File: src/design/sound_config.svh
`ifndef SOUND_CONFIG_SVH
`define SOUND_CONFIG_SVH

// --------------------
// Pulse filter rate
// --------------------

// Decimation counter width, filter steps once per 256 clocks
`define SC_DECIM_BITS 8

// --------------------
// Codec frame timing
// --------------------

// clk12 cycles per half bit clock, 4 clocks per bit
`define SC_BCK_HALF 2

// Bits per codec sample, one channel
`define SC_SAMPLE_W 16

// Tape slicer half window around midpoint 128
`define SC_HYST 4

`endif
File: src/design/sound_pkg.sv
`include "sound_config.svh"

package sound_pkg;

	// --------------------
	// Sound source inputs
	// --------------------

	// Raw 8-bit levels from both chips and the covox port
	typedef struct packed {
		logic [7:0] ay_a;
		logic [7:0] ay_b;
		logic [7:0] ay_c;
		logic [7:0] rs_a;
		logic [7:0] rs_b;
		logic [7:0] rs_c;
		logic [7:0] covox;
	} psg_in_t;

	// --------------------
	// Mixed audio words
	// --------------------

	// Left in the upper half, so it goes out first
	typedef struct packed {
		logic [`SC_SAMPLE_W-1:0] left;
		logic [`SC_SAMPLE_W-1:0] right;
	} stereo_t;

	// Filtered timer pulses
	typedef struct packed {
		logic [7:0] avg;    // four-tap sum
		logic       direct; // beeper, unfiltered
	} pulse_mix_t;

endpackage

File: src/design/sound_codec.sv
`timescale 1ns/1ps

module sound_codec import sound_pkg::*; (
	input  logic       clk12,
	input  logic       rst_n,
	input  logic [3:0] pulses,
	input  psg_in_t    psg,
	input  logic       aud_adcdat,
	output logic       aud_xck,
	output logic       aud_bck,
	output logic       aud_lrck,
	output logic       aud_adclrck,
	output logic       aud_data,
	output logic       tapein
);

	pulse_mix_t pulse_mix;
	stereo_t    psg_mix;
	stereo_t    sample;
	logic       req;
	logic       ack;

	// Codec master clock straight from the system clock
	assign aud_xck = clk12;

	// ADC shares the DAC word select
	assign aud_adclrck = aud_lrck;

	// --------------------
	// Mixing path
	// --------------------

	pulse_filter u_pulse_filter (
		.clk12 (clk12),
		.rst_n (rst_n),
		.pulses(pulses),
		.mix   (pulse_mix)
	);

	channel_mixer u_channel_mixer (
		.clk12(clk12),
		.rst_n(rst_n),
		.psg  (psg),
		.mix  (psg_mix)
	);

	sample_combiner u_sample_combiner (
		.clk12  (clk12),
		.rst_n  (rst_n),
		.pulse  (pulse_mix),
		.psg_mix(psg_mix),
		.sample (sample),
		.req    (req),
		.ack    (ack)
	);

	// --------------------
	// Codec pins
	// --------------------

	codec_link u_codec_link (
		.clk12 (clk12),
		.rst_n (rst_n),
		.sample(sample),
		.req   (req),
		.ack   (ack),
		.bck   (aud_bck),
		.lrck  (aud_lrck),
		.data  (aud_data),
		.adcdat(aud_adcdat),
		.tapein(tapein)
	);

endmodule

File: src/design/codec_link.sv
`timescale 1ns/1ps
`include "sound_config.svh"

module codec_link import sound_pkg::*; (
	input  logic    clk12,
	input  logic    rst_n,
	input  stereo_t sample,
	input  logic    req,
	output logic    ack,
	output logic    bck,
	output logic    lrck,
	output logic    data,
	input  logic    adcdat,
	output logic    tapein
);

	localparam int SW    = `SC_SAMPLE_W;
	localparam int DIV_W = $clog2(`SC_BCK_HALF);

	// Slicer thresholds around midpoint
	localparam logic [7:0] LVL_LO = 8'(128 - `SC_HYST);
	localparam logic [7:0] LVL_HI = 8'(128 + `SC_HYST);

	logic [DIV_W-1:0] div;
	logic             tick;
	logic             bck_rise;
	logic             bck_fall;
	logic [4:0]       slot;
	logic [4:0]       slot_nxt;
	logic             frame_start;
	logic [2*SW-1:0]  shreg;
	stereo_t          last;
	logic [SW-1:0]    adc_sh;
	logic [SW-1:0]    linein;
	logic [7:0]       level;

	// --------------------
	// Frame timing
	// --------------------

	assign tick     = (div == DIV_W'(`SC_BCK_HALF - 1));
	assign bck_rise = tick && !bck;
	assign bck_fall = tick && bck;
	assign slot_nxt = slot + 5'd1;

	// Slot wraps to 0 together with lrck falling
	assign frame_start = bck_fall && (slot_nxt == 5'd0);

	always_ff @(posedge clk12) begin
		if (!rst_n) begin
			div  <= '0;
			bck  <= 1'b0;
			slot <= 5'd31; // first fall opens slot 0
			lrck <= 1'b0;
		end else begin
			if (tick) begin
				div <= '0;
				bck <= ~bck;
			end else begin
				div <= div + 1'b1;
			end
			// Left half while lrck low
			if (bck_fall) begin
				slot <= slot_nxt;
				lrck <= slot_nxt[4];
			end
		end
	end

	// --------------------
	// DAC side
	// --------------------

	// MSB first, new bit on each bck fall
	always_ff @(posedge clk12) begin
		if (!rst_n) begin
			shreg <= '0;
			last  <= '0;
			ack   <= 1'b0;
		end else begin
			if (frame_start) begin
				if (req && !ack) begin
					shreg <= sample;
					last  <= sample;
					ack   <= 1'b1;
				end else begin
					// Nothing new, repeat previous word
					shreg <= last;
				end
			end else if (bck_fall) begin
				shreg <= {shreg[2*SW-2:0], 1'b0};
			end
			if (ack && !req)
				ack <= 1'b0;
		end
	end

	assign data = shreg[2*SW-1];

	// --------------------
	// ADC side and tape
	// --------------------

	// Only left slot kept, sampled on bck rise
	always_ff @(posedge clk12) begin
		if (bck_rise && !lrck)
			adc_sh <= {adc_sh[SW-2:0], adcdat};
	end

	// Word complete at the last left bit
	always_ff @(posedge clk12) begin
		if (!rst_n)
			linein <= '0;
		else if (bck_rise && !lrck && slot == 5'(SW - 1))
			linein <= {adc_sh[SW-2:0], adcdat};
	end

	// Offset top byte, 128 is line silence
	assign level = {~linein[SW-1], linein[SW-2:SW-8]};

	always_ff @(posedge clk12) begin
		if (!rst_n)
			tapein <= 1'b0;
		else if (level < LVL_LO)
			tapein <= 1'b0;
		else if (level > LVL_HI)
			tapein <= 1'b1;
	end

	// --------------------
	// Checks
	// --------------------

	// Answer only a pending request
	a_ack_rise: assert property (@(posedge clk12) disable iff (!rst_n)
		$rose(ack) |-> req);

	// Word select moves with bck fall at slot 0 or 16
	a_lrck_edge: assert property (@(posedge clk12) disable iff (!rst_n)
		$changed(lrck) |-> $fell(bck) && slot[3:0] == 4'd0);

endmodule

File: src/design/sample_combiner.sv
`timescale 1ns/1ps
`include "sound_config.svh"

module sample_combiner import sound_pkg::*; (
	input  logic       clk12,
	input  logic       rst_n,
	input  pulse_mix_t pulse,
	input  stereo_t    psg_mix,
	output stereo_t    sample,
	output logic       req,
	input  logic       ack
);

	localparam int SW = `SC_SAMPLE_W;

	logic [SW-1:0] pulse_w;
	logic [SW-1:0] sum_l;
	logic [SW-1:0] sum_r;
	logic          capture;

	// --------------------
	// Pulse contribution
	// --------------------

	// Average halved then x128, beeper at 4096
	assign pulse_w = SW'({pulse.avg[7:1], 7'b0000000})
		+ SW'({pulse.direct, 12'h000});

	// Signed sums, one register stage
	always_ff @(posedge clk12) begin
		if (!rst_n) begin
			sum_l <= '0;
			sum_r <= '0;
		end else begin
			sum_l <= pulse_w + psg_mix.left;
			sum_r <= pulse_w + psg_mix.right;
		end
	end

	// --------------------
	// Handshake source
	// --------------------

	// Idle phase of the four-phase cycle
	assign capture = !req && !ack;

	always_ff @(posedge clk12) begin
		if (!rst_n) begin
			req <= 1'b0;
		end else if (capture) begin
			req <= 1'b1;
		end else if (req && ack) begin
			// Link has latched, release
			req <= 1'b0;
		end
	end

	// Sign flip gives codec offset form, 0x8000 is silence
	always_ff @(posedge clk12) begin
		if (capture) begin
			sample.left  <= {~sum_l[SW-1], sum_l[SW-2:0]};
			sample.right <= {~sum_r[SW-1], sum_r[SW-2:0]};
		end
	end

	// --------------------
	// Checks
	// --------------------

	// No withdrawal before the link answers
	a_req_hold: assert property (@(posedge clk12) disable iff (!rst_n)
		req && !ack |=> req);

	// Link may latch at any cycle while req is up
	a_sample_stable: assert property (@(posedge clk12) disable iff (!rst_n)
		req |=> $stable(sample));

endmodule

File: src/design/channel_mixer.sv
`timescale 1ns/1ps

module channel_mixer import sound_pkg::*; (
	input  logic    clk12,
	input  logic    rst_n,
	input  psg_in_t psg,
	output stereo_t mix
);

	logic [15:0] covox_w;
	logic [15:0] center_w;
	logic [15:0] left_w;
	logic [15:0] right_w;

	// --------------------
	// Channel weights
	// --------------------

	// Covox at x16, goes to both sides
	assign covox_w = {4'b0000, psg.covox, 4'b0000};

	// B channels at x8 on both sides, centered image
	assign center_w = {5'b00000, psg.ay_b, 3'b000}
		+ {5'b00000, psg.rs_b, 3'b000};

	// C channels panned left at x16
	assign left_w = {4'b0000, psg.ay_c, 4'b0000}
		+ {4'b0000, psg.rs_c, 4'b0000};

	// A channels panned right at x16
	assign right_w = {4'b0000, psg.ay_a, 4'b0000}
		+ {4'b0000, psg.rs_a, 4'b0000};

	// --------------------
	// Output stage
	// --------------------

	// Peak is 16320, no wrap in 16 bits
	always_ff @(posedge clk12) begin
		if (!rst_n) begin
			mix <= '0;
		end else begin
			mix.left  <= covox_w + center_w + left_w;
			mix.right <= covox_w + center_w + right_w;
		end
	end

endmodule

File: src/design/pulse_filter.sv
`timescale 1ns/1ps
`include "sound_config.svh"

module pulse_filter import sound_pkg::*; (
	input  logic       clk12,
	input  logic       rst_n,
	input  logic [3:0] pulses,
	output pulse_mix_t mix
);

	logic [`SC_DECIM_BITS-1:0] decim;
	logic                      strobe;
	logic                      strobe_q;
	logic [7:0]                hist [0:3];
	logic [7:0]                entry;

	// --------------------
	// Decimation strobe
	// --------------------

	// One strobe per counter wrap
	assign strobe = (decim == '0);

	// Three timer lines, each counted as 16
	assign entry = {3'b000, pulses[0], 4'b0000}
		+ {3'b000, pulses[1], 4'b0000}
		+ {3'b000, pulses[2], 4'b0000};

	always_ff @(posedge clk12) begin
		if (!rst_n) begin
			decim    <= '0;
			strobe_q <= 1'b0;
		end else begin
			decim    <= decim + 1'b1;
			strobe_q <= strobe;
		end
	end

	// --------------------
	// Moving average
	// --------------------

	always_ff @(posedge clk12) begin
		if (!rst_n) begin
			hist[0]    <= '0;
			hist[1]    <= '0;
			hist[2]    <= '0;
			hist[3]    <= '0;
			mix.avg    <= '0;
			mix.direct <= 1'b0;
		end else begin
			// History steps on the strobe
			if (strobe) begin
				hist[3] <= hist[2];
				hist[2] <= hist[1];
				hist[1] <= hist[0];
				hist[0] <= entry;
			end
			// Sum of the freshly shifted taps, one clock after strobe
			// Max 4 x 48 = 192, fits 8 bits
			if (strobe_q)
				mix.avg <= hist[0] + hist[1] + hist[2] + hist[3];
			// Beeper skips the filter
			mix.direct <= pulses[3];
		end
	end

endmodule

File: config.mk
export PLATFORM = sky130hd
export DESIGN_NAME = sound_codec
export DESIGN_NICKNAME = d
export VERILOG_FILES = /design/src/design/sound_pkg.sv /design/src/design/sound_codec.sv /design/src/design/codec_link.sv /design/src/design/sample_combiner.sv /design/src/design/channel_mixer.sv /design/src/design/pulse_filter.sv
export VERILOG_INCLUDE_DIRS = /design/src /design/src/design
export SDC_FILE = /design/constraint.sdc
export NUM_CORES = 1
export LEC_CHECK = 0
export BUFFER_PORTS_ARGS = -buffer_cell sky130_fd_sc_hd__buf_2
export CORE_UTILIZATION = 60
export DETAILED_ROUTE_END_ITERATION = 12
export PLACE_DENSITY_LB_ADDON = 0.25
export SYNTH_ARGS = -nofsm -noshare
export SYNTH_HDL_FRONTEND = slang
export SYNTH_SLANG_ARGS = --single-unit
File: constraint.sdc
create_clock -name clk12 -period 4.7 [get_ports clk12]
set_input_delay 0.94 -clock clk12 [delete_from_list [all_inputs] [get_ports clk12]]
set_output_delay 0.94 -clock clk12 [all_outputs]
set_load 0.03 [all_outputs]
==> flow_summary.yaml <==
floorplanning:
  die_y_microns: 126
  dieArea_sq_um: 16000
  row_count: 45
  initial_core_util_pct: 61.4
  die_w_microns: 126
  ioPinCount: 69
  design.core.area_sq_um: 15100
synthesis:
  syn-num-nets: 1083
  synth_cell_types: 55
  synthFlopType: "dfxtp_1"
  synth_seq_cells: 195
  yosysWarnings: 0
  synth-edff-count: 52
  async_reset_ff_share_pct: 0
  ys_seq_area_share_pct: 47.6
  synth_cells: 932
  syn-cell-area_sq_um: 9300
  syn_avg_cell_area_sq_um: 9.98
worst_setup_path:
  crit_required_ns: 5.16
  crit_path_max_incr_delay_ns: 0.39
  start_kind: "input port"
  reg2reg_from: "u_codec_link.slot[0]$_SDFFE_PN1P_"
  critPathMaxFanout: 4
  end_kind: "register"
  crit_start: "psg[16]"
  worstRegToRegCells: 8
  crit_end: "u_channel_mixer.mix[27]$_SDFF_PN0_"
  rrSetupSlack_ns: 1.81
  cp_slowest_cell: "fa_1"
  worstReg2RegEnd: "u_codec_link.last[1]$_SDFFE_PN0P_"
  worst-endpoint-arrival_ns: 4.45
  critical_path_class: "input port to register"
  cp_cell_sequence: "buf_2, ha_1, inv_1, fa_1, nor2b_1, o21ai_0, a21boi_0, o21a_1, nor2_1, xnor2_1, ha_1, a21o_1, a31oi_1, xnor2_1, ha_1, a41o_1, a31oi_2, nand3_1, a21oi_1"
  crit_top_cell: "ha_1"
cts:
  clk_pin_slew_ns: 0.06
  postCtsSetupBuffers: 0
  insertion_delay_ns: 0.54
  cts_tree: "yes"
  holdBufCountCts: 0
  cts-resized-gates: 0
detailed_routing:
  ant_nets: 0
  firstDrtPassIters: 5
  highest_layer: "met4"
  drc: 0
  vias_per_cell: 5.38
  dr_wl_met3_microns: 501
  wire_per_inst_microns: 13.8
  wl_met2_microns: 7750
  drt_iter0_markers: 383
  routed_wl_microns: 16400
  wl_met1_microns: 7930
  route.vias.total: 6413
timing:
  hold_viol_final: 0
  finalCritPeriodShare_pct: 84.9
  tns_ns: 0
  setup_viol: 0
  worstMarginPinSlew_ns: 1.23
  hold_ws_ns: 0.403
  fin_skew_ns: 0.00688
  timing.slew.headroom_pct: 17.9
  final_max_slew_viol_count: 0
  fmax_mhz: 251
  rsz0062_at_grt: "no"
  min_period_ns: 3.99
layout:
  multi_input_area_sq_um: 4560
  mostFrequentLayoutCell: "dfxtp_1"
  fillers: 1134
  area_growth_pct: 12.4
  antenna_cells: 0
  nNetsFinal: 1141
  layout_common_cells: "dfxtp_1, nor2_1, nand2_1"
  final_layout_size_suffix_gt1_share_pct: 12.3
  regArea_sq_um: 4420
power_and_ir_drop:
  ir_drop_mv: 0.317
  leakage_uw: 0.00446
  power_density_nw_per_um2: 466
placed_design:
  gp_congestion: 0.826
  dp_hpwl_microns: 11300
  numPortBuffers: 68
global_route:
  overflow: 0
  grt_pass1_wl_microns: 28200
  gr-usage-all-layers_pct: 22.3
  antenna_found_initial: 0
  grt_max_degree: 76
  grt_pass1_vias: 6118
outcome:
  status: "completed"
hold_path:
  hold_path.class: "register to register"
flow_run:
  maxCapViolCount: 0
stage by stage:
stage | total power, uW | setup WS, ns | instance area (sq um) | util, % | instances
2_1_floorplan | 3090 | 0.646 | 9300 | - | 932
3_3_place_gp | 3320 | 0.245 | 9780 | 64.6 | 1156
3_5_place_dp | 3360 | 0.166 | 9780 | 64.6 | 1156
4_1_cts | 4910 | 0.731 | 10400 | 69.0 | 1191
5_1_grt | 5160 | 0.362 | 10400 | 69.0 | 1191
6_report | 4870 | 0.712 | 10400 | 69.0 | 1191
synthesized netlist by cell type (3+ instances only):
| cell | instances | area (sq um) |
|---|---|---|
| a211oi_1 | 10 | 75.1 |
| a21o_1 | 18 | 135 |
| a21oi_1 | 72 | 360 |
| a31oi_1 | 3 | 18.8 |
| and2_1 | 24 | 150 |
| and3_1 | 30 | 188 |
| buf_1 | 6 | 22.5 |
| clkbuf_1 | 31 | 116 |
| dfxtp_1 | 143 | 2860 |
| edfxtp_1 | 52 | 1560 |
| fa_1 | 15 | 300 |
| ha_1 | 73 | 913 |
| inv_1 | 44 | 165 |
| mux2i_1 | 32 | 320 |
| nand2_1 | 82 | 308 |
| nand2b_1 | 14 | 87.6 |
| nand3_1 | 13 | 65.1 |
| nor2_1 | 95 | 357 |
| nor2b_1 | 18 | 113 |
| nor3_1 | 14 | 70.1 |
| o21ai_0 | 43 | 215 |
| o21bai_1 | 4 | 30.0 |
| o31ai_1 | 9 | 67.6 |
| or2_2 | 3 | 18.8 |
| or3_1 | 3 | 18.8 |
| xnor2_1 | 28 | 245 |
| xor2_1 | 16 | 140 |
sequential cells by signal (all words and copies together), names as in the netlist, 5 cells and up:
register	cells
u_pulse_filter.mix	5
u_sample_combiner.sample	25
u_codec_link.linein	8
u_codec_link.adc_sh	15
u_pulse_filter.hist	12
u_channel_mixer.mix	21
u_codec_link.shreg	32
u_codec_link.last	32
u_codec_link.slot	5
u_sample_combiner.sum_l	12
u_sample_combiner.sum_r	13
u_pulse_filter.decim	8
worst max-delay path: cells and delay by family:
kind,cells,cell delay [ns]
XOR/XNOR,2,0.44
buffers and inverters,2,0.13
AND/OR/NAND/NOR,3,0.26
AO/OA/AOI/OAI,8,1.48
adder cells (fa/ha/maj),4,1.19
how the worst min path moves through the flow:
stage,start,endpoint,slack [ns],depth (start not counted)
2_1_floorplan,u_sample_combiner.sum_r[10]$_SDFF_PN0_,u_sample_combiner.sample[10]$_DFFE_PP_,0.39,0
3_3_place_gp,u_sample_combiner.sum_l[5]$_SDFF_PN0_,u_sample_combiner.sample[21]$_DFFE_PP_,0.39,0
6_report,u_sample_combiner.sum_r[9]$_SDFF_PN0_,u_sample_combiner.sample[9]$_DFFE_PP_,0.40,0
5_1_grt,u_sample_combiner.sum_r[6]$_SDFF_PN0_,u_sample_combiner.sample[6]$_DFFE_PP_,0.41,0
4_1_cts,u_sample_combiner.sum_r[7]$_SDFF_PN0_,u_sample_combiner.sample[7]$_DFFE_PP_,0.40,0
3_5_place_dp,u_sample_combiner.sum_l[4]$_SDFF_PN0_,u_sample_combiner.sample[20]$_DFFE_PP_,0.39,0
layer usage:
layer | global-route usage (%) | vias up
li1 | - | 3328
met2 | 35.7 | 108
met3 | 5.06 | 18
met5 | 0 | -
met1 | 29.3 | 2959
met4 | 8.79 | 0
report_power, final:
part / internal [uW] / total (uW) / switching, uW / leakage [uW]
clock network: 922 / 1570 / 643 / 0.000330
logic: 551 / 1220 / 672 / 0.00242
registers: 1980 / 2080 / 103 / 0.00170
area by class of cell:
class                           count  share of cell area (%)
Inverter                           44                    1.58
Tap cell                          188                    2.25
Multi-Input combinational cell    653                    43.6
Sequential cell                   195                    42.4
Clock buffer                       25                    5.49
Clock inverter                     11                   0.922
Timing Repair Buffer               75                    3.78
kinds of logic after synthesis:
| kind of cell | after synthesis | synth area share (%) |
|---|---|---|
| AO/OA/AOI/OAI | 178 | 11.7 |
| multiplexers | 33 | 3.57 |
| flip-flops | 195 | 47.6 |
| buffers and inverters | 84 | 3.49 |
| adder cells (fa/ha/maj) | 88 | 13.1 |
| XOR/XNOR | 47 | 4.90 |
| AND/OR/NAND/NOR | 307 | 15.7 |
No activity file was read; power rests on OpenSTA's default activity.
